<file path="src/logic/bk_bus_pkg.sv">
// bk memory bus subsystem shared definitions
// request structs for the cpu, debug host and memory sides,
// slot owner and sequencer state enums, default sizes
`default_nettype none

package bk_bus_pkg;

    // ====================
    // default sizes
    localparam int mem_words_default   = 4096;   // words in the video ram
    localparam int video_base_default  = 2048;   // first word of the video window
    localparam int video_words_default = 64;     // window length, fetch pointer wraps here

    // ====================
    // cpu bus request, 36 bits
    typedef struct packed {
        logic        rd;        // read cycle
        logic        wt;        // write cycle
        logic        byte_op;   // byte access, lane picked by addr[0]
        logic        ifetch;    // instruction fetch, checked by the breakpoint
        logic [15:0] addr;      // byte address
        logic [15:0] wdata;
    } cpu_bus_t;

    // host commands
    typedef enum logic [1:0] {
        host_read       = 2'd0,
        host_write      = 2'd1,
        host_set_bkpt   = 2'd2,
        host_clear_bkpt = 2'd3
    } host_op_e;

    // debug host request, 34 bits
    typedef struct packed {
        host_op_e    op;
        logic [15:0] addr;      // word address, or the breakpoint byte address
        logic [15:0] wdata;
    } host_cmd_t;

    // one memory access, 35 bits
    typedef struct packed {
        logic        we;
        logic [1:0]  lane_en;   // bit 1 high byte, bit 0 low byte
        logic [15:0] addr;      // word address
        logic [15:0] wdata;
    } mem_req_t;

    // owner of the current clock on the slot wheel
    typedef enum logic [1:0] {
        slot_idle  = 2'd0,
        slot_video = 2'd1,
        slot_cpu   = 2'd2,
        slot_host  = 2'd3
    } slot_e;

    // cpu cycle sequencer
    typedef enum logic [1:0] {
        seq_idle   = 2'd0,     // waiting for rd/wt and a cpu slot
        seq_access = 2'd1,     // memory accessed, read data arriving
        seq_reply  = 2'd2      // reply up until the cpu drops rd/wt
    } seq_state_e;

endpackage

`default_nettype wire

</file>
<file path="src/logic/pixel_shifter.sv">
// video fetch and pixel shifter
// steps a wrapping pointer through the video window, one fetch per video slot,
// loads the returned word and shifts it out msb first over 16 clocks
`timescale 1ns/1ps
`default_nettype none

module pixel_shifter #(
    parameter int video_base  = bk_bus_pkg::video_base_default,
    parameter int video_words = bk_bus_pkg::video_words_default
) (
    input  logic                 clk25,
    input  logic                 reset_in,
    input  bk_bus_pkg::slot_e    slot,
    input  logic [15:0]          mem_rdata,
    output bk_bus_pkg::mem_req_t video_mem,
    output logic                 video_load,
    output logic                 pixel
);

    logic [15:0] vid_offset;    // word offset inside the window
    logic [15:0] shreg;         // remaining bits, msb goes out next

    // ====================
    // fetch pointer
    always_ff @(posedge clk25) begin
        if (reset_in) begin
            vid_offset <= 16'd0;
            video_load <= 1'b0;
        end else begin
            video_load <= (slot == bk_bus_pkg::slot_video);   // word arrives next clock
            if (slot == bk_bus_pkg::slot_video) begin
                if (vid_offset == 16'(video_words - 1))
                    vid_offset <= 16'd0;                    // wrap to video_base
                else
                    vid_offset <= vid_offset + 16'd1;
            end
        end
    end

    // read only
    assign video_mem.we      = 1'b0;
    assign video_mem.lane_en = 2'b11;
    assign video_mem.addr    = 16'(video_base) + vid_offset;
    assign video_mem.wdata   = 16'h0000;

    // ====================
    // serializer
    always_ff @(posedge clk25) begin
        if (reset_in) begin
            shreg <= 16'h0000;                              // keeps pixel low
        end else if (video_load) begin
            shreg <= {mem_rdata[14:0], 1'b0};               // bit 15 already shown
        end else begin
            shreg <= {shreg[14:0], 1'b0};
        end
    end

    // bit 15 straight from ram on the load clock
    assign pixel = video_load ? mem_rdata[15] : shreg[15];

endmodule

`default_nettype wire

</file>
<file path="config.mk">
export PLATFORM = sky130hd
export DESIGN_NAME = pixel_shifter
export DESIGN_NICKNAME = d
export VERILOG_FILES = /design/src/logic/bk_bus_pkg.sv /design/src/logic/pixel_shifter.sv
export SDC_FILE = /design/constraint.sdc
export NUM_CORES = 1
export LEC_CHECK = 0
export ABC_CLOCK_PERIOD_IN_PS = 3350
export BUFFER_PORTS_ARGS = -buffer_cell sky130_fd_sc_hd__buf_2
export CORE_ASPECT_RATIO = 0.5
export CORE_UTILIZATION = 45
export DETAILED_ROUTE_END_ITERATION = 6
export GPL_TIMING_DRIVEN = 0
export HOLD_SLACK_MARGIN = 0.08
export PLACE_DENSITY = 0.69
export SLEW_MARGIN = 20
export SYNTH_ARGS = -nofsm -noshare
export SYNTH_HDL_FRONTEND = slang
export SYNTH_SLANG_ARGS = --single-unit
</file>
<file path="constraint.sdc">
create_clock -name clk25 -period 3.35 [get_ports clk25]
set_input_delay 0.1675 -clock clk25 [delete_from_list [all_inputs] [get_ports clk25]]
set_output_delay 0.1675 -clock clk25 [all_outputs]
set_load 0.005 [all_outputs]
</file>
==> qor.yml <==
skew_ns: 0.00290
drv_cap: 0
grt_overflow_total: 0
holdBufCountCts: 0
root_buffer: "clkbuf_8"
setup_tns_ns: 0
fp-row-count: 15
initial_utilization_pct: 47.5
slew_viol_final: 0
finalSetupViolations: 0
drtIter0Drc: 19
syn_area_um2: 1640
ys.flop_type: "dfxtp_1"
clock-sinks: 32
start_kind: "flop"
grt_max_degree: 12
final_hold_viol_count: 0
syn2layout_area_growth_pct: 25.6
min_period_over_period_pct: 49.6
fin_util_pct: 59.6
rsz0062_at_grt: "no"
die_h_um: 44.7
portBuffers: 36
clkPwrFrac_pct: 44.3
path_clk_slew_ns: 0.07
vias: 1240
cp-end-kind: "output port"
track_usage_pct: 16.0
pre_cts_ws_ns: 1.78
yosysMostFrequentCell: "dfxtp_1"
grt_pass1_vias: 1086
crit_fanout: 7
synth.distinct_cells: 35
fill_cells: 327
cp.required_ns: 3.18
grt_pass1_wl_mm: 4.75
multi_input_area_um2: 786
synth_common_cells: "dfxtp_1, buf_4, nor2_1"
min_path_type: "in2reg"
synth_edf_count: 0
total_leakage_power_uw: 0.000957
wirelength_mm: 2.93
postCtsSetupBuffers: 0
dr.pass1.iters: 4
antenna_cells: 0
yosys-top-cells-area: "dfxtp_1, buf_4, mux2i_1"
worst_slack_ns: 1.69
hpwl_mm: 2.17
peakVddDrop_uv: 214
dieArea_um2: 3900
yosysTopAreaCell: "dfxtp_1"
drc: 0
instances_no_fill: 281
synth.ff_latch_count: 32
dp_cells: 273
antenna_left: 0
synth_area_per_cell_um2: 9.70
worstSetupPathType: "reg2out"
async_flop_share_pct: 0
syn-instance-count: 169
combPwrFrac_pct: 8.5
worst_skew_pair.late_latency_ns: 0.28
seq_area_um2: 641
htreeDepth: 2
synth-seq-area-share_pct: 39.1
vias_per_cell: 4.41
power.switching_uw: 182
power.total_uw: 830
layout-drive-gt1-share_pct: 40.0
cts_buffer_depth: 2
synth_top_area_share_pct: 39.1
min_period_ns: 1.66
antenna_found_initial: 0
seqPwrFrac_pct: 47.2
p_int_uw: 648
layout.nets: 251
place_congestion: 0.744
io_pins: 57
swShare_pct: 21.9
cts_resized: 0
max_freq_mhz: 602
die_x_um: 87.4
yosysWarnings: 0
numCtsBuffers: 5
outcome: "complete, no violations"
cts_tree: "built"
crit_arrival_ns: 1.49
p_per_area_nw_per_um2: 403
wire_per_inst_um: 10.4
coreArea_um2: 3450
[final cells by class]
| class | count | area share, % |
|---|---|---|
| plain buffers | 36 | 13.1 |
| multi-input cells | 116 | 38.2 |
| repair buffers | 36 | 8.75 |
| flip-flops and latches | 32 | 31.1 |
| clock inverters | 3 | 2.07 |
| well taps | 51 | 3.10 |
| clock buffers | 5 | 3.34 |
| inverters | 2 | 0.365 |
[cells in the final DEF, fill, tap and decap left out, drive strengths merged, types with 2 or more instances in the layout]
master	synthesis	routed
clkbuf	3	8
nand3	6	6
a21oi	6	6
dfxtp	32	32
mux2i	15	15
or3	2	2
or4	5	5
inv	2	2
buf	33	69
xnor2	4	4
nand4	4	4
xor2	8	8
o31ai	4	4
nand2	2	2
o21ai	2	2
ha	2	2
conb	2	19
nor2	25	25
[stage by stage]
stage	instance area, um^2	hold slack, ns
global route	2060	0.125
floorplan	1700	0.314
CTS	2060	0.115
finish	2060	0.119
global placement	1950	0.399
detailed placement	1950	0.412
[worst paths after layout]
check | start | to | cells after the start | slack (ns)
worst max-delay path | video_load | pixel | 3 | 1.69
worst max register to register | vid_offset[0] | vid_offset[13] | 4 | 1.76
worst min register to register | shreg[8] | shreg[9] | 2 | 0.46
worst min-delay path | mem_rdata[4] | shreg[5] | 3 | 0.12
[cells by family after synthesis]
kind of cell	count (synthesis)	synth area share [%]
compound gates	13	5.34
other cells	2	0.458
simple gates	54	20.5
xor+xnor	12	6.41
flops	32	39.1
mux	16	9.85
buf+inv	38	16.9
fa+ha+maj	2	1.53
[worst max-delay path: stages (launching register included)]
cell      delay, ns
dfxtp_1        0.34
clkbuf_1       0.36
mux2_2         0.38
buf_2          0.12
[sequential cells by signal, indices dropped and copies added (netlist names)]
name,flops
shreg,15
vid_offset,16
video_load,1
[power groups by stage]
stage	combinational, uW	sequential (uW)	clock, uW
6_report	70.5	391	368
5_1_grt	78.3	392	395
4_1_cts	70.1	391	376
3_5_place_dp	69.9	400	0
3_3_place_gp	69.2	400	0
2_1_floorplan	51.9	399	0
[layer usage]
layer,GRT usage (%),wire [um]
met5,0,0
met4,5.90,18
met3,5.22,192
met2,25.9,1300
met1,20.3,1420
No activity file was read; power rests on OpenSTA's default activity.
