<file path="src/logic/bk_bus_pkg.sv">
// bk memory bus subsystem shared definitions
// request structs for the cpu, debug host and memory sides,
// slot owner and sequencer state enums, default sizes
`default_nettype none

package bk_bus_pkg;

    // ====================
    // default sizes
    localparam int mem_words_default   = 4096;   // words in the video ram
    localparam int video_base_default  = 2048;   // first word of the video window
    localparam int video_words_default = 64;     // window length, fetch pointer wraps here

    // ====================
    // cpu bus request, 36 bits
    typedef struct packed {
        logic        rd;        // read cycle
        logic        wt;        // write cycle
        logic        byte_op;   // byte access, lane picked by addr[0]
        logic        ifetch;    // instruction fetch, checked by the breakpoint
        logic [15:0] addr;      // byte address
        logic [15:0] wdata;
    } cpu_bus_t;

    // host commands
    typedef enum logic [1:0] {
        host_read       = 2'd0,
        host_write      = 2'd1,
        host_set_bkpt   = 2'd2,
        host_clear_bkpt = 2'd3
    } host_op_e;

    // debug host request, 34 bits
    typedef struct packed {
        host_op_e    op;
        logic [15:0] addr;      // word address, or the breakpoint byte address
        logic [15:0] wdata;
    } host_cmd_t;

    // one memory access, 35 bits
    typedef struct packed {
        logic        we;
        logic [1:0]  lane_en;   // bit 1 high byte, bit 0 low byte
        logic [15:0] addr;      // word address
        logic [15:0] wdata;
    } mem_req_t;

    // owner of the current clock on the slot wheel
    typedef enum logic [1:0] {
        slot_idle  = 2'd0,
        slot_video = 2'd1,
        slot_cpu   = 2'd2,
        slot_host  = 2'd3
    } slot_e;

    // cpu cycle sequencer
    typedef enum logic [1:0] {
        seq_idle   = 2'd0,     // waiting for rd/wt and a cpu slot
        seq_access = 2'd1,     // memory accessed, read data arriving
        seq_reply  = 2'd2      // reply up until the cpu drops rd/wt
    } seq_state_e;

endpackage

`default_nettype wire

</file>
<file path="src/logic/slot_timer.sv">
// slot wheel
// free running 16 phase counter, decoded into the owner of each clock:
// phase 1 video, phases 3/7/11/15 cpu, phases 5/13 host, rest idle
`timescale 1ns/1ps
`default_nettype none

module slot_timer (
    input  logic              clk25,
    input  logic              reset_in,
    output bk_bus_pkg::slot_e slot,
    output logic [3:0]        phase
);

    // ====================
    // phase counter
    always_ff @(posedge clk25) begin
        if (reset_in) begin
            phase <= 4'd0;
        end else begin
            phase <= phase + 4'd1;     // wraps 15 -> 0
        end
    end

    // ====================
    // ownership table
    always_comb begin
        if (phase == 4'd1) begin
            slot = bk_bus_pkg::slot_video;             // one fetch per 16 pixels
        end else if (phase[1:0] == 2'b11) begin
            slot = bk_bus_pkg::slot_cpu;               // 3, 7, 11, 15
        end else if (phase[2:0] == 3'b101) begin
            slot = bk_bus_pkg::slot_host;              // 5, 13
        end else begin
            slot = bk_bus_pkg::slot_idle;
        end
    end

endmodule

`default_nettype wire

</file>
<file path="config.mk">
export PLATFORM = sky130hd
export DESIGN_NAME = slot_timer
export DESIGN_NICKNAME = d
export VERILOG_FILES = /design/src/logic/bk_bus_pkg.sv /design/src/logic/slot_timer.sv
export SDC_FILE = /design/constraint.sdc
export NUM_CORES = 1
export LEC_CHECK = 0
export BUFFER_PORTS_ARGS = -buffer_cell sky130_fd_sc_hd__buf_2
export CAP_MARGIN = 15
export CORE_AREA = 2 2 39 41
export DETAILED_ROUTE_END_ITERATION = 10
export DIE_AREA = 0 0 41 43
export HOLD_SLACK_MARGIN = 0.08
export REMOVE_ABC_BUFFERS = 1
export SYNTH_ARGS = -nofsm -noshare
export SYNTH_HDL_FRONTEND = slang
export SYNTH_SLANG_ARGS = --single-unit
</file>
<file path="constraint.sdc">
create_clock -name clk25 -period 2.4 [get_ports clk25]
set_clock_uncertainty 0.2 [all_clocks]
set_input_delay 0.12 -clock clk25 [delete_from_list [all_inputs] [get_ports clk25]]
set_output_delay 0.12 -clock clk25 [all_outputs]
set_load 0.02 [all_outputs]
</file>
==> out/qor.yml <==
power_and_ir_drop:
  p_leak_nw: 0.1354
  peakVddDrop_mv: 0.2571
  p_sw_share_pct: 26.69
  p_per_area_nw_per_um2: 675.9
  seqPwrFrac_pct: 40.2
  clock_power_share_pct: 43.5
  cell_internal_pwr_mw: 0.1407
  power.net_switching_mw: 0.05124
  p_comb_share_pct: 16.4
detailed_routing:
  wl_per_cell_um: 7.891
  drt_iter0_markers: 0
  num_vias: 167
  drtAntennaViolNets: 0
  wirelength_um: 363
  first_pass_iters: 1
  via_per_inst: 3.630
  drc_errors: 0
global_route:
  antenna_found_initial: 0
  grt_pass1_vias: 119
  grt_overflow: 0
  grt_max_degree: 6
  grt.total_usage_pct: 4.724
  grt_pass1_wl_um: 483
sta:
  hold_viol_final: 0
  max_freq_ghz: 0.6218
  rsz0062_at_grt: "false"
  maxSlewViolCount: 0
  fin_setup_tns_ps: 0
  period_share_pct: 67.00
  tightestPinTransition_ps: 219.7
  min_period_ps: 1608
  fin_hold_ws_ps: 284.1
  slew_headroom_pct: 85.33
  setup_viol: 0
clocking:
  numCtsBuffers: 3
  postCtsSetupBuffers: 0
  cts.path.max_buffers: 2
  cts_resized: 0
  cts_tree: "built"
  cts_sinks: 4
  clk_latency_ps: 240
  htreeDepth: 1
  postCtsHoldBufs: 1
  clock-root-buffer: "clkbuf_4"
  path_clk_slew_ps: 30
setup_path:
  max_stage_delay_ps: 400
  startpoint_type: "flop"
  cp.required_ps: 2080
  path_max_fanout: 5
  crit_family: "flip-flops"
  crit_chain: "ha_1, nand2b_1, a22o_2, buf_2"
  crit_arrival_ps: 1290
  end_kind: "output port"
  slowest_stage: "dfxtp_1"
  crit_buf_inv: 1
  criticalPathCategory: "flop to output port"
yosys:
  syn-cell-area_um2: 196.4
  ys_seq_elements: 4
  synth_simple_gate_area_share_pct: 22.29
  synthAdderAreaFrac_pct: 12.74
  synthMuxAreaShare_pct: 12.74
  synth_compound_area_share_pct: 5.096
  yosys.area.top_type: "dfxtp_1"
  synth_area_leaders: "dfxtp_1 (41%), ha_1 (13%), mux2_4 (7.6%)"
  yosysWarnings: 0
  synth_top_family_by_area: "simple AND/OR/NAND/NOR gates"
  synth_cell_types: 12
  ys_seq_area_share_pct: 40.76
  yosys.area.top_type_share_pct: 40.76
  synth_cells: 19
  synth_xor_area_share_pct: 4.459
  synth.avg_cell_area_um2: 10.34
floorplanning:
  ios: 8
  coreArea_um2: 1384
  die_area_um2: 1763
  rows: 14
  start_util_pct: 14.20
  dieWidth_um: 41
  die_y_um: 43
layout:
  drive_gt1_share_pct: 43.33
  fin_nets: 36
  utilization_pct: 20.52
  top_register: "phase"
  reg_top3: "phase: 4 flops"
  largest_register_ffs: 4
  n_antenna_cell: 0
  fin_area_um2: 284.0
  syn_to_final_growth_pct: 44.59
  finalNonFillerCells: 46
place:
  globalplace.congestion: 0.6246
  place_inst: 42
  place_area_um2: 251.5
  port_buffers: 7
run:
  cap_violations: 0
hold_path:
  hold_class: "flop to flop"
outcome:
  status: "complete, no violations"
[synth_stat cells (all sizes together)]
| cell type | count |
|---|---|
| nor2 | 4 |
| mux2i | 1 |
| inv | 1 |
| dfxtp | 4 |
| nand2b | 1 |
| mux2 | 1 |
| a22o | 1 |
| nor2b | 1 |
| nand3 | 1 |
| xnor2 | 1 |
| and2 | 1 |
| ha | 2 |
[worst reg2reg max path: stages, from the launching register on]
cell     delay [ps]
dfxtp_1         430
nand3_2         110
mux2_4          300
[cells by family after synthesis]
kind of cell	count (synthesis)
AO/OA/AOI/OAI	1
adder cells (fa/ha/maj)	2
multiplexers	2
buffers and inverters	1
XOR/XNOR	1
AND/OR/NAND/NOR	8
flip-flops	4
[layout make-up]
| type | count | area [um2] |
|---|---|---|
| timing repair buffer | 8 | 45.04 |
| fill | 150 | 1100 |
| inverter | 1 | 3.754 |
| clock buffer | 3 | 22.52 |
| multi-input combinational | 14 | 112.6 |
| sequential | 4 | 80.08 |
| tap | 16 | 20.02 |
[placed cells by master, fill, tap and decap left out, drive strengths merged]
cell / n
nand2b: 1
inv: 1
dfxtp: 4
and2: 1
nand3: 1
mux2: 1
nor2: 4
mux2i: 1
dlygate4sd3: 1
buf: 7
clkbuf: 3
ha: 2
nor2b: 1
xnor2: 1
a22o: 1
[worst paths after layout]
kind                            depth (start not counted)  startpoint  endpoint  slack [ps]
worst min-delay path                                    1    phase[0]  phase[0]         280
worst min register to register                          1    phase[0]  phase[0]         280
worst max-delay path                                    4    phase[0]   slot[1]         790
worst max register to register                          2    phase[2]  phase[3]        1250
[metal layers]
layer | track usage [%] | part of all wire (%) | wire [um]
met5 | 0 | 0 | 0
met4 | 2.000 | 0 | 0
met3 | 6.283 | 13 | 48
met2 | 4.063 | 34 | 123
met1 | 6.129 | 52 | 190
[metrics by stage]
stage | setup slack [ps] | power, mW
detailed placement | 1032 | 0.1086
floorplan | 1045 | 0.09803
CTS | 776.6 | 0.1972
global placement | 1045 | 0.1078
global route | 700.4 | 0.2047
finish | 791.9 | 0.1920
[power by group through the flow]
stage                     combinational (mW)  clock [mW]  sequential, mW
after floorplan                       0.0153           0          0.0828
final                                 0.0314      0.0834          0.0771
after CTS                             0.0318      0.0883          0.0771
after global routing                  0.0345      0.0925          0.0776
after global placement                0.0299           0          0.0778
after detailed placement              0.0304           0          0.0782
Note: power is estimated with default switching activity, not from simulation.
