**src/logic/bk_bus_pkg.sv**
```systemverilog
// bk memory bus subsystem shared definitions
// request structs for the cpu, debug host and memory sides,
// slot owner and sequencer state enums, default sizes
`default_nettype none

package bk_bus_pkg;

    // ====================
    // default sizes
    localparam int mem_words_default   = 4096;   // words in the video ram
    localparam int video_base_default  = 2048;   // first word of the video window
    localparam int video_words_default = 64;     // window length, fetch pointer wraps here

    // ====================
    // cpu bus request, 36 bits
    typedef struct packed {
        logic        rd;        // read cycle
        logic        wt;        // write cycle
        logic        byte_op;   // byte access, lane picked by addr[0]
        logic        ifetch;    // instruction fetch, checked by the breakpoint
        logic [15:0] addr;      // byte address
        logic [15:0] wdata;
    } cpu_bus_t;

    // host commands
    typedef enum logic [1:0] {
        host_read       = 2'd0,
        host_write      = 2'd1,
        host_set_bkpt   = 2'd2,
        host_clear_bkpt = 2'd3
    } host_op_e;

    // debug host request, 34 bits
    typedef struct packed {
        host_op_e    op;
        logic [15:0] addr;      // word address, or the breakpoint byte address
        logic [15:0] wdata;
    } host_cmd_t;

    // one memory access, 35 bits
    typedef struct packed {
        logic        we;
        logic [1:0]  lane_en;   // bit 1 high byte, bit 0 low byte
        logic [15:0] addr;      // word address
        logic [15:0] wdata;
    } mem_req_t;

    // owner of the current clock on the slot wheel
    typedef enum logic [1:0] {
        slot_idle  = 2'd0,
        slot_video = 2'd1,
        slot_cpu   = 2'd2,
        slot_host  = 2'd3
    } slot_e;

    // cpu cycle sequencer
    typedef enum logic [1:0] {
        seq_idle   = 2'd0,     // waiting for rd/wt and a cpu slot
        seq_access = 2'd1,     // memory accessed, read data arriving
        seq_reply  = 2'd2      // reply up until the cpu drops rd/wt
    } seq_state_e;

endpackage

`default_nettype wire

```
**src/logic/bus_sequencer.sv**
```systemverilog
// cpu bus cycle sequencer
// runs each rd/wt cycle in the next cpu slot and answers with cpu_reply,
// maps byte addresses onto word address and byte lanes,
// and holds the instruction fetch breakpoint with its stall latch
`timescale 1ns/1ps
`default_nettype none

module bus_sequencer (
    input  logic                 clk25,
    input  logic                 reset_in,
    input  bk_bus_pkg::cpu_bus_t cpu_bus,
    output logic                 cpu_reply,
    output logic [15:0]          cpu_rdata,
    input  bk_bus_pkg::slot_e    slot,
    input  logic [15:0]          mem_rdata,
    output bk_bus_pkg::mem_req_t cpu_mem,
    output logic                 cpu_active,
    input  logic                 bkpt_set,
    input  logic                 bkpt_clear,
    input  logic [15:0]          bkpt_addr_in,
    output logic                 bkpt_hit
);

    bk_bus_pkg::seq_state_e state;
    logic        cycle_req;     // rd or wt up
    logic        fetch_match;   // armed and this is the breakpoint fetch
    logic        bkpt_armed;
    logic [15:0] bkpt_addr;
    logic        stall;

    assign cycle_req   = cpu_bus.rd | cpu_bus.wt;
    assign fetch_match = bkpt_armed & cpu_bus.rd & cpu_bus.ifetch &
                         (cpu_bus.addr == bkpt_addr);

    // access happens in this clock; a stalled fetch never reaches memory
    assign cpu_active = (state == bk_bus_pkg::seq_idle) & cycle_req & ~stall &
                        ~fetch_match & (slot == bk_bus_pkg::slot_cpu);

    // ====================
    // byte address to word address and lanes
    always_comb begin
        cpu_mem.we   = cpu_bus.wt;                    // gated by cpu_active at the top
        cpu_mem.addr = {1'b0, cpu_bus.addr[15:1]};
        if (cpu_bus.byte_op) begin
            cpu_mem.lane_en = cpu_bus.addr[0] ? 2'b10 : 2'b01;   // odd addr -> high byte
            cpu_mem.wdata   = {2{cpu_bus.wdata[7:0]}};         // low byte on both lanes
        end else begin
            cpu_mem.lane_en = 2'b11;
            cpu_mem.wdata   = cpu_bus.wdata;
        end
    end

    // ====================
    // cycle fsm and breakpoint
    always_ff @(posedge clk25) begin
        if (reset_in) begin
            state      <= bk_bus_pkg::seq_idle;
            bkpt_armed <= 1'b0;
            stall      <= 1'b0;
        end else begin
            case (state)
                bk_bus_pkg::seq_idle:   if (cpu_active) state <= bk_bus_pkg::seq_access;
                bk_bus_pkg::seq_access: state <= bk_bus_pkg::seq_reply;
                bk_bus_pkg::seq_reply: begin
                    if (!cycle_req)
                        state <= bk_bus_pkg::seq_idle;   // reply drops one clock after rd/wt
                end
                default: state <= bk_bus_pkg::seq_idle;
            endcase

            // clear wins over a hit in the same clock, held fetch then goes on
            if (bkpt_clear) begin
                bkpt_armed <= 1'b0;
                stall      <= 1'b0;
            end else begin
                if (bkpt_set)
                    bkpt_armed <= 1'b1;
                if ((state == bk_bus_pkg::seq_idle) && fetch_match)
                    stall <= 1'b1;
            end
        end
    end

    always_ff @(posedge clk25) begin
        if (bkpt_set)
            bkpt_addr <= bkpt_addr_in;               // byte address of the fetch
        if (state == bk_bus_pkg::seq_access)
            cpu_rdata <= mem_rdata;                  // whole word, also for byte reads
    end

    assign cpu_reply = (state == bk_bus_pkg::seq_reply);
    assign bkpt_hit  = stall;

endmodule

`default_nettype wire

```
**config.mk**
```make
export PLATFORM = sky130hd
export DESIGN_NAME = bus_sequencer
export DESIGN_NICKNAME = d
export VERILOG_FILES = /design/src/logic/bk_bus_pkg.sv /design/src/logic/bus_sequencer.sv
export SDC_FILE = /design/constraint.sdc
export NUM_CORES = 1
export LEC_CHECK = 0
export BUFFER_PORTS_ARGS = -buffer_cell sky130_fd_sc_hd__clkbuf_2
export CAP_MARGIN = 10
export CORE_MARGIN = 2
export CORE_UTILIZATION = 42
export DETAILED_ROUTE_END_ITERATION = 10
export MAX_ROUTING_LAYER = met4
export PLACE_DENSITY = 0.84
export SETUP_SLACK_MARGIN = 0.1
export SLEW_MARGIN = 40
export SYNTH_ARGS = -nofsm -noshare
export SYNTH_HDL_FRONTEND = slang
export SYNTH_SLANG_ARGS = --single-unit
```
**constraint.sdc**
```tcl
create_clock -name clk25 -period 3.65 [get_ports clk25]
set_input_delay 0.1825 -clock clk25 [delete_from_list [all_inputs] [get_ports clk25]]
set_output_delay 0.1825 -clock clk25 [all_outputs]
set_load 0.01 [all_outputs]
```
==> metrics.txt <==
clk root buf clkbuf_8; count leader, synth edfxtp_1; PD cells 425 nW/um2; CP Class reg2out; Hold Path Depth 1; Design Power 0.000957 W; top cells by area, synth edfxtp_1 (59%), buf_4 (11%), xnor2_1 (6.4%), dfxtp_1 (4.9%), nand4_1 (3.4%); top cells by count, synth edfxtp_1 (32), buf_4 (25), xnor2_1 (12); Hold Vio Cnt, Final 0; highest clock rate 510 MHz; post-route ant nets 0; Synth Flop Type edfxtp_1; gpl congestion 0.728; total routed wirelength 3540 um; via count 1254; initial antenna violation count 0; Sw Share 22.4%; Setup crit start kind flip-flop; Detailed Place HPWL 3050 um; top-level I/O count 128; Final TNS setup 0 ps; Post-synth EDFFs 32; vias in the first global route 1245; min Tclk post-route 1960 ps; Final setup viols 0; Worst-path clk slew 70 ps; Netlist cell types 24; nets@finish 297; Wirelength per Cell 13.0 um; Worst-Skew Late Latency 280 ps; sw power 0.000214 W; metal3 WL 332 um; CTS resizes 0; Reg power frac 50.1%; area of the core 3690 um2; # fillers 307; Synth Area in Adders 0%; FF/Latch Area 1040 um2; Die Span X 66.4 um; FP Rows 22; mux cell area share after synthesis 5.51%; share of post-route cells with drive strength above 1 63.4%; most area-hungry cell type in the Yosys netlist edfxtp_1; Die ar. 4410 um2; Max Used Layer met4; GRT Total Usage 17.4%; Port Buffers 126; async set-reset flop share out of synthesis 0%; RSZ-0062 raised after global routing false; Avg Synthesized Cell Area 14.2 um2; Final Cycle Share 53.8%; share of the synthesized area in the top cell type 58.8%; outcome finished clean; CTS Hold Buffers Added 0; xor and xnor area share after synthesis 9.04%; Met1 Wirelength 1200 um; Leakage 1.03 nW; synthesized net count 189; Synth Area in Compound Gates 1.84%; internal power 0.000743 W; DRC viols 0; DR pass1 iterations 4; routed wl met2 1920 um; Final Max Tran Viols 0; Starting Density 44.3%; simple-gate share of the synthesized area 7.96%; CTS tree yes; combined area of the multi-input logic cells 402 um2; CP Data Required Time 3470 ps; synthesized area 1630 um2; register area share after synthesis 63.7%; Post-CTS Setup Inserts 0; MaxCap Viol Count 0; Synth warnings 0; deepest clock path buffer count 2; Synth Instances 115; min-delay worst type in2reg; largest net degree at the start of global routing 18; TritonCTS buffer count 5; critical path fanouts, max 2; # diodes 0; Yosys reg bits 36; Worst Skew 5.63 ps; Overflow after GRT 0; Crit. End Element primary output; Max VDD drop 0.000348 V; clock network power share 35.6%; first-pass GRT wire length 5280 um; crit path DAT 1780 ps; vias per cell 4.61; Die Span Y 66.4 um; initial DRC count 44; Register-to-Register Path Depth 4; Comb pwr share 14.3%; largest family of logic cells by synthesized area buffers and inverters; Area Overhead vs Synth 37.8%; Num Clock Sinks 36; # H-tree levels 2
==> cell type report <==
type / instances / share of cell area (%)
timing repair buffer: 127 / 28.3
clock inverter: 3 / 1.89
multi-input combinational: 53 / 17.8
tap: 48 / 2.67
sequential: 36 / 46.2
clock buffer: 5 / 3.06
==> sequential cells by signal, summed over array words and instances, names as in the netlist <==
name / count
bkpt_addr: 16
cpu_rdata: 16
state: 2
bkpt_armed: 1
bkpt_hit: 1
==> layout by cell type (no fill, tap or decap), types with 2 or more instances in the layout <==
master,netlist,layout
nor2b_1,2,2
nor2_1,4,4
xnor2_1,12,12
a21oi_1,2,2
edfxtp_1,32,32
dfxtp_1,4,4
mux2_2,4,4
xor2_1,3,3
mux2_1,4,4
clkbuf_8,0,5
nand4_1,9,9
nand2_1,2,2
clkbuf_2,0,126
==> power groups by stage <==
stage,logic (W),clock network (W),registers (W)
after floorplan,0.0000750,0,0.000490
after global placement,0.000136,0,0.000488
after detailed placement,0.000138,0,0.000489
after CTS,0.000139,0.000349,0.000480
after global routing,0.000150,0.000372,0.000481
final,0.000137,0.000340,0.000480
==> final timing paths <==
check	startpoint	to	slack, ps
setup / recovery	bkpt_addr[0]$_DFFE_PP_	cpu_active	1690
hold / removal	mem_rdata[8]	cpu_rdata[8]$_DFFE_PN_	70
setup reg to reg	bkpt_addr[0]$_DFFE_PP_	state[0]$_SDFFE_PP0P_	2150
hold reg to reg	bkpt_hit$_SDFFE_PP0P_	bkpt_hit$_SDFFE_PP0P_	470
==> kinds of logic (layout without fill, tap and decap cells) <==
group	Yosys count	in the layout
buffers and inverters	26	135
AOI/OAI and AO/OA	5	5
muxes	8	8
other	1	1
DFF	36	36
and+or+nand+nor	23	23
xor gates and xnor gates	16	16
==> routing by layer <==
metal	GRT usage [%]	vias to the layer above
met1	17.4	558
met3	5.96	9
met5	-	-
met4	8.67	0
li1	-	611
met2	29.9	76
==> stage by stage <==
step	area, um2	instances	setup slack [ps]	utilization [%]	hold slack (ps)
floorplan	1630	115	2130	-	255
global placement	2140	264	2070	58.0	360
detailed placement	2140	264	2030	58.0	362
CTS	2250	272	1690	61.1	55.0
global route	2250	272	1460	61.1	45.8
finish	2250	272	1690	61.1	67.4
==> critical path: stages (launching register included) <==
cell and delay (ps):
edfxtp_1 380, xnor2_1 240, nand4_1 150, nor4_1 460
a21oi_1 130, clkbuf_2 140
Note: power is estimated with default switching activity, not from simulation.
