**src/logic/bk_bus_pkg.sv**
```systemverilog
// bk memory bus subsystem shared definitions
// request structs for the cpu, debug host and memory sides,
// slot owner and sequencer state enums, default sizes
`default_nettype none

package bk_bus_pkg;

    // ====================
    // default sizes
    localparam int mem_words_default   = 4096;   // words in the video ram
    localparam int video_base_default  = 2048;   // first word of the video window
    localparam int video_words_default = 64;     // window length, fetch pointer wraps here

    // ====================
    // cpu bus request, 36 bits
    typedef struct packed {
        logic        rd;        // read cycle
        logic        wt;        // write cycle
        logic        byte_op;   // byte access, lane picked by addr[0]
        logic        ifetch;    // instruction fetch, checked by the breakpoint
        logic [15:0] addr;      // byte address
        logic [15:0] wdata;
    } cpu_bus_t;

    // host commands
    typedef enum logic [1:0] {
        host_read       = 2'd0,
        host_write      = 2'd1,
        host_set_bkpt   = 2'd2,
        host_clear_bkpt = 2'd3
    } host_op_e;

    // debug host request, 34 bits
    typedef struct packed {
        host_op_e    op;
        logic [15:0] addr;      // word address, or the breakpoint byte address
        logic [15:0] wdata;
    } host_cmd_t;

    // one memory access, 35 bits
    typedef struct packed {
        logic        we;
        logic [1:0]  lane_en;   // bit 1 high byte, bit 0 low byte
        logic [15:0] addr;      // word address
        logic [15:0] wdata;
    } mem_req_t;

    // owner of the current clock on the slot wheel
    typedef enum logic [1:0] {
        slot_idle  = 2'd0,
        slot_video = 2'd1,
        slot_cpu   = 2'd2,
        slot_host  = 2'd3
    } slot_e;

    // cpu cycle sequencer
    typedef enum logic [1:0] {
        seq_idle   = 2'd0,     // waiting for rd/wt and a cpu slot
        seq_access = 2'd1,     // memory accessed, read data arriving
        seq_reply  = 2'd2      // reply up until the cpu drops rd/wt
    } seq_state_e;

endpackage

`default_nettype wire

```
**src/logic/host_port.sv**
```systemverilog
// debug host port
// four phase req/ack handshake; reads and writes wait for a host slot,
// breakpoint commands pulse set/clear toward the cpu sequencer.
// ack stays up until req is dropped
`timescale 1ns/1ps
`default_nettype none

module host_port (
    input  logic                  clk25,
    input  logic                  reset_in,
    input  logic                  host_req,
    input  bk_bus_pkg::host_cmd_t host_cmd,
    output logic                  host_ack,
    output logic [15:0]           host_rdata,
    input  bk_bus_pkg::slot_e     slot,
    input  logic [15:0]           mem_rdata,
    output bk_bus_pkg::mem_req_t  host_mem,
    output logic                  host_active,
    output logic                  bkpt_set,
    output logic                  bkpt_clear,
    output logic [15:0]           bkpt_addr_in
);

    typedef enum logic [1:0] {
        hp_idle = 2'd0,     // no request, ack low
        hp_wait = 2'd1,     // memory command waiting for its slot
        hp_exec = 2'd2,     // read data back, or breakpoint pulse
        hp_ack  = 2'd3      // ack up until req drops
    } hp_state_e;

    hp_state_e state;
    logic      is_mem_op;   // read or write, needs a memory slot

    assign is_mem_op = (host_cmd.op == bk_bus_pkg::host_read) |
                       (host_cmd.op == bk_bus_pkg::host_write);

    // access right away if the request lands in a host slot
    assign host_active = is_mem_op & (slot == bk_bus_pkg::slot_host) &
                         (((state == hp_idle) & host_req) | (state == hp_wait));

    // ====================
    // handshake fsm
    always_ff @(posedge clk25) begin
        if (reset_in) begin
            state <= hp_idle;
        end else begin
            case (state)
                hp_idle: begin
                    if (host_req) begin
                        if (!is_mem_op || host_active)
                            state <= hp_exec;   // bkpt cmd, or slot already here
                        else
                            state <= hp_wait;
                    end
                end
                hp_wait: if (host_active) state <= hp_exec;
                hp_exec: state <= hp_ack;
                hp_ack:  if (!host_req) state <= hp_idle;   // ack falls here
                default: state <= hp_idle;
            endcase
        end
    end

    // read data shows up the clock after the access
    always_ff @(posedge clk25) begin
        if ((state == hp_exec) && (host_cmd.op == bk_bus_pkg::host_read))
            host_rdata <= mem_rdata;
    end

    assign host_ack = (state == hp_ack);

    // breakpoint pulses, one clock long
    assign bkpt_set     = (state == hp_exec) & (host_cmd.op == bk_bus_pkg::host_set_bkpt);
    assign bkpt_clear   = (state == hp_exec) & (host_cmd.op == bk_bus_pkg::host_clear_bkpt);
    assign bkpt_addr_in = host_cmd.addr;    // cmd held stable while req is up

    // full word access; top only passes it on while host_active
    assign host_mem.we      = (host_cmd.op == bk_bus_pkg::host_write);
    assign host_mem.lane_en = 2'b11;
    assign host_mem.addr    = host_cmd.addr;
    assign host_mem.wdata   = host_cmd.wdata;

endmodule

`default_nettype wire

```
**config.mk**
```make
export PLATFORM = sky130hd
export DESIGN_NAME = host_port
export DESIGN_NICKNAME = d
export VERILOG_FILES = /design/src/logic/bk_bus_pkg.sv /design/src/logic/host_port.sv
export SDC_FILE = /design/constraint.sdc
export NUM_CORES = 1
export LEC_CHECK = 0
export BUFFER_PORTS_ARGS = -buffer_cell sky130_fd_sc_hd__buf_2
export CORE_MARGIN = 2
export CORE_UTILIZATION = 34
export CTS_CLUSTER_DIAMETER = 40
export DETAILED_ROUTE_END_ITERATION = 7
export HOLD_SLACK_MARGIN = 0.05
export MAX_ROUTING_LAYER = met4
export PLACE_DENSITY = 0.8
export SETUP_SLACK_MARGIN = 0.1
export SLEW_MARGIN = 20
export SYNTH_ARGS = -nofsm -noshare
export SYNTH_HDL_FRONTEND = slang
export SYNTH_SLANG_ARGS = --single-unit
export TNS_END_PERCENT = 5
```
**constraint.sdc**
```tcl
create_clock -name clk25 -period 2.7 [get_ports clk25]
set_input_delay 0.405 -clock clk25 [delete_from_list [all_inputs] [get_ports clk25]]
set_output_delay 0.405 -clock clk25 [all_outputs]
set_load 0.03 [all_outputs]
```
==> metrics.md, run 1 <==
| Metric | Value |
|---|---|
| Iteration-0 DRC Markers | `13` |
| Initial antenna violation count | `0` |
| Final cell count without fillers | `about 140` |
| Most common cell after layout, fill and taps aside | `buf_2` |
| Most frequent cells in the layout | `43 x buf_2, 16 x edfxtp_1, 5 x ha_1` |
| Core area | `0.00313 sq mm` |
| DRC Markers | `0` |
| Final period util | `between 60 and 70%` |
| Reg2Reg Depth | `5` |
| Critical Path Start Type | `flop` |
| Vias in the first global route | `541` |
| Fin nets | `around 160` |
| Largest area contributor in the netlist | `edfxtp_1` |
| Fraction of layout cells with a size suffix above 1 | `54.3%` |
| Synth unique cells | `19` |
| Final Util | `34.3%` |
| Die W | `61.8 microns` |
| Final Setup Violations | `0` |
| Final Hold Vio Count | `0` |
| GRT Total Usage | `9.21%` |
| Clk pin slew, worst setup/hold paths | `around 90 ps` |
| Layout Skew | `~1.0 ps` |
| Register area share after synthesis | `45.8%` |
| Minimum clock period | `1860 ps` |
| PortBufs | `43` |
| Setup TNS | `0 ps` |
| Placer Congestion | `between 0.7 and 0.8` |
| Number of cells produced by synthesis | `95` |
| CTS Root Buffer Type | `clkbuf_4` |
| Drt first pass iters | `4` |
| Dpl ws | `1140 ps` |
| Grt ovf | `0` |
| Critical path class | `flop to output port` |
| # hold bufs at CTS | `0` |
| # diodes | `0` |
| First-pass GRT wire length | `2540 microns` |
| Final WS setup | `~840 ps` |
| Worst skew pair latency | `between 200 and 300 ps` |
| Hpwl dp | `1740 microns` |
| Largest cells by area after synthesis | `edfxtp_1 42%, buf_4 33%, ha_1 5.5%` |
| Design area | `between 0.001 and 0.0015 sq mm` |
| CTS tree | `yes` |
| Total internal power | `approximately 500 uW` |
| Comb power frac | `36.8%` |
| Placed insts | `134` |
| Longest Clk Path Bufs | `2` |
| # IOs | `approximately 130` |
| Max Cap Viol | `0` |
| Outcome | `finished, final reports clean` |
| Clock group share of total power | `16.9%` |
| Final hold slack | `297 ps` |
| Synthesized flop and latch total | `18` |
| RSZ-0062 raised after global routing | `false` |
| Average wire per standard cell | `about 15 microns` |
| Fmax | `about 540 MHz` |
| Pwr/cell area | `699 mW/mm^2` |
| Sink Count | `18` |
| Via density per instance | `~4.4` |
| Critical path capture point type | `output port` |
| Initial Util | `between 30% and 40%` |
| Hold Path Stages | `1` |
| Post-DP Area | `about 0.0010 sq mm` |
| Critical Path RT | `2300 ps` |
| Num CTS Buffers | `3` |
| ANT nets after route | `0` |
| Top-area cell type share of the netlist area | `42.3%` |
| Largest net degree at the start of global routing | `17` |
| NetSw | `between 200 and 250 uW` |
| YS warnings | `0` |
| Tot Pwr | `751 uW` |
| Leakage power | `~0.49 nW` |
| Reg power frac | `46.2%` |
| Area growth syn-to-layout | `-5.51%` |
| Mapped cell area | `0.00114 sq mm` |
| # resized after CTS | `0` |
| Die area | `0.00382 sq mm` |
| Hold Path Class | `input pin to flop` |
| H-tree depth | `1` |
| Setup Fix Bufs, Post-CTS | `0` |
| Switching Fraction | `33.2%` |
| Vias | `605` |
| Site Rows | `20` |
| Max IR drop VDD | `0.000150 V` |
| Mean Syn Cell Area | `12.0 sq um` |
| Crit-path max FO | `5` |
| Total Wirelength | `2000 microns` |
| Die Ht | `61.8 microns` |
| Worst endpoint data arrival time | `1450 ps` |
| Slew Limit Fails | `0` |
==> Yosys cell counts, drive strengths merged <==
library cell,count
buf,50
edfxtp,16
ha,5
inv,3
nor2b,3
a221oi,2
and3,2
dfxtp,2
nor2,2
a2111oi,1
a21o,1
a21oi,1
a221o,1
and3b,1
conb,1
mux2,1
nand3b,1
nor3b,1
o21ai,1
==> kinds of logic (layout without fill, tap and decap cells) <==
logic type	Yosys count	count (layout)	synth area share, %
buf+inv	53	51	34.0
fa+ha+maj	5	5	5.51
compound gates	7	7	6.39
other cells	1	2	0.330
flops	18	18	45.8
mux	1	1	1.32
simple gates	10	10	6.61
==> state kept, by name, indices dropped and copies added (netlist names) <==
register	cells
host_rdata	16
state	2
==> critical path, cell delays in order (launching register included) <==
cell     delay (ps)
dfxtp_1         390
inv_1           100
ha_1            260
a21oi_1         190
nor2_1           50
buf_2           170
==> area by class of cell <==
cell class,instances,area (sq um)
multi-input combinational,25,238
inverter,3,11.3
sequential,18,520
fill,293,2050
clock inverter,1,3.75
timing repair buffer,44,223
clock buffer,3,22.5
tap,44,55.1
==> metal layers <==
layer	wire [microns]	up-vias	global-route usage [%]	share of wire, %
met4	35	0	3.34	1.7
met2	1040	83	18.6	52
met5	0	-	-	0
met1	535	250	5.89	27
met3	391	6	5.59	20
li1	-	266	-	-
==> path summary, 6_finish.rpt <==
kind / endpoint / start / slack (ps)
min reg2reg: state[0]$_SDFFE_PP0P_ / state[0]$_SDFFE_PP0P_ / 620
max: host_active / state[1]$_SDFFE_PP0P_ / 840
min: host_rdata[2]$_DFFE_PP_ / mem_rdata[2] / 300
max reg2reg: state[1]$_SDFFE_PP0P_ / state[0]$_SDFFE_PP0P_ / 1130
==> power by group through the flow <==
stage	Sequential, mW	Clock [mW]	Combinational, mW
after detailed placement	0.354	0	0.273
after CTS	0.347	0.131	0.275
after global placement	0.351	0	0.257
after floorplan	0.375	0	0.314
final	0.347	0.127	0.277
after global routing	0.350	0.141	0.305
Note: power is estimated with default switching activity, not from simulation.
==> inputs of run 2 (changes only) <==
==> constraint.sdc (replaced) <==
create_clock -name clk25 -period 1.85 [get_ports clk25]
set_input_delay 0.2775 -clock clk25 [delete_from_list [all_inputs] [get_ports clk25]]
set_output_delay 0.2775 -clock clk25 [all_outputs]
set_load 0.03 [all_outputs]
==> run 2 against run 1 <==
Via count is 0.33% higher. Non-clock buffer count did not move. Clock skew grew 1.3 ps. Global-route usage grew 0.96 points. Cell count is the same. Core utilization grew 0.28 points. First-iteration DRC count increased to 2.7 times the previous value. Worst setup slack worse by 620 ps. Die area unchanged. Critical endpoint unchanged.
==> metrics.md, run 2 (synthesis gave the netlist of run 1 again) <==
| Metric | Value |
|---|---|
| Max IR drop VDD | `0.000256 V (+71%)` |
| Die area | `0.00382 sq mm (unchanged)` |
| Final cell count without fillers | `138 (unchanged)` |
| Worst hold path startpoint | `mem_rdata[9]` |
| Sink Count | `18 (unchanged)` |
| First-pass GRT wire length | `2770 microns (+8.9%)` |
| Outcome | `finished, final reports clean` |
| Via density per instance | `4.40 (+0.33%)` |
| Die W | `61.8 microns (unchanged)` |
| Average wire per standard cell | `15.4 microns (+5.8%)` |
| Drt first pass iters | `3 (-1)` |
| Worst endpoint data arrival time | `1350 ps (-100 ps)` |
| Minimum clock period | `roughly 1600 ps` |
| Leakage power | `0.489 nW (about the same)` |
| Hold Path Class | `input pin to flop` |
| Biggest registers after layout | `host_rdata: 16 flops, state: 2 flops` |
| Critical path capture point type | `output port` |
| PortBufs | `43 (unchanged)` |
| Final hold slack | `166 ps (-130 ps)` |
| Fmax | `approximately 610 MHz` |
| RSZ-0062 raised after global routing | `false` |
| Critical Path Start Type | `flop` |
| Num CTS Buffers | `3 (unchanged)` |
| Site Rows | `20 (unchanged)` |
| Placer Congestion | `0.853 (+18%)` |
| Most common cell after layout, fill and taps aside | `buf_2` |
| Vias in the first global route | `591 (+9.2%)` |
| ANT nets after route | `0 (unchanged)` |
| Largest net degree at the start of global routing | `17 (unchanged)` |
| Area growth syn-to-layout | `-4.74%` |
| Initial antenna violation count | `0 (unchanged)` |
| Hpwl dp | `1810 microns (+3.8%)` |
| Pwr/cell area | `1020 mW/mm^2 (+46%)` |
| Grt ovf | `0 (unchanged)` |
| Slew Limit Fails | `0 (unchanged)` |
| H-tree depth | `1 (unchanged)` |
| Crit-path max FO | `4 (-1)` |
| Total Wirelength | `2120 microns (+5.8%)` |
| Reg2Reg Depth | `5 (unchanged)` |
| Setup Fix Bufs, Post-CTS | `0 (unchanged)` |
| Longest Clk Path Bufs | `2 (unchanged)` |
| Hold Path Stages | `1 (unchanged)` |
| Worst skew pair latency | `280 ps (about the same)` |
| Clk pin slew, worst setup/hold paths | `90 ps (about the same)` |
| Biggest register | `host_rdata` |
| RR Startpoint | `state[0]$_SDFFE_PP0P_` |
| Hold endpoint | `host_rdata[9]$_DFFE_PP_` |
| Layout Skew | `2.31 ps (+1.32 ps)` |
| Core area | `0.00313 sq mm (unchanged)` |
| R2r endpoint | `state[0]$_SDFFE_PP0P_` |
| Die Ht | `61.8 microns (unchanged)` |
| Initial Util | `36.3% (unchanged)` |
| CTS Root Buffer Type | `clkbuf_4` |
| Iteration-0 DRC Markers | `35 (+22)` |
| CTS tree | `yes` |
| Placed insts | `134 (unchanged)` |
| Most frequent cells in the layout | `43 x buf_2, 16 x edfxtp_1, 4 x ha_1` |
| Max Cap Viol | `0 (unchanged)` |
| Critical Path RT | `1570 ps (-730 ps)` |
| Final period util | `about nine tenths` |
| Design area | `0.00108 sq mm (+0.82%)` |
| GRT Total Usage | `10.2% (+0.96 points)` |
| # resized after CTS | `0 (unchanged)` |
| Setup TNS | `0 ps (unchanged)` |
| Post-DP Area | `0.00105 sq mm (unchanged)` |
| Critical path class | `flop to output port` |
| DRC Markers | `0 (unchanged)` |
| Final Hold Vio Count | `0 (unchanged)` |
| Vias | `607 (+0.33%)` |
| # hold bufs at CTS | `0 (unchanged)` |
| Reg-to-reg setup timing slack | `300 ps (-830 ps)` |
| Fin nets | `155 (unchanged)` |
| # diodes | `0 (unchanged)` |
| # IOs | `126 (unchanged)` |
| Fraction of layout cells with a size suffix above 1 | `58.5% (+4.3 points)` |
| Max reg flops | `16 (unchanged)` |
| Final Setup Violations | `0 (unchanged)` |
[run 2: per-layer routing]
layer / global-route usage, % / routed length [microns] / vias to the layer above
li1: - / - / 268
met1: 6.88 / 563 / 257
met2: 19.7 / 1110 / 72
met3: 6.00 / 406 / 10
met4: 4.86 / 36 / 0
met5: - / 0 / -
[run 2: power by group]
part	total (mW)	leakage, nW	switching (mW)	internal, mW
Clock	0.185	0.0154	0.107	0.0782
Combinational	0.410	0.312	0.237	0.172
Sequential	0.512	0.162	0.0223	0.490
[run 2: per-stage QoR]
stage                     utilization, %  setup slack [ps]  total power, mW
after detailed placement            33.5               310            0.910
after CTS                           34.3               101             1.09
after global placement              33.5               391            0.889
after global routing                34.6               101             1.18
after floorplan                        -               152             1.01
final                               34.6               220             1.11
[run 2: cell type report]
cell class	count	area (sq um)
Inverter	3	11.3
Clock buffer	3	22.5
Multi-Input combinational cell	25	244
Fill cell	295	2050
Sequential cell	18	523
Timing Repair Buffer	44	223
Tap cell	44	55.1
Clock inverter	1	3.75
[run 2: worst max-delay path by stage]
stage                          start                       to  slack [ps]  cells past startpoint
2_1_floorplan  state[0]$_SDFFE_PP0P_  host_rdata[0]$_DFFE_PP_         150                      3
3_3_place_gp   state[0]$_SDFFE_PP0P_    state[1]$_SDFFE_PP0P_         390                      5
3_5_place_dp   state[0]$_SDFFE_PP0P_    state[1]$_SDFFE_PP0P_         310                      5
4_1_cts        state[1]$_SDFFE_PP0P_              host_active         100                      5
5_1_grt        state[0]$_SDFFE_PP0P_              host_active         100                      5
6_report       state[0]$_SDFFE_PP0P_              host_active         220                      5
[run 2: critical path, cell delays in order (launching register included)]
cell     delay (ps)
dfxtp_2         360
inv_1            80
ha_1            240
a21oi_2         180
nor2_1           50
buf_2           170
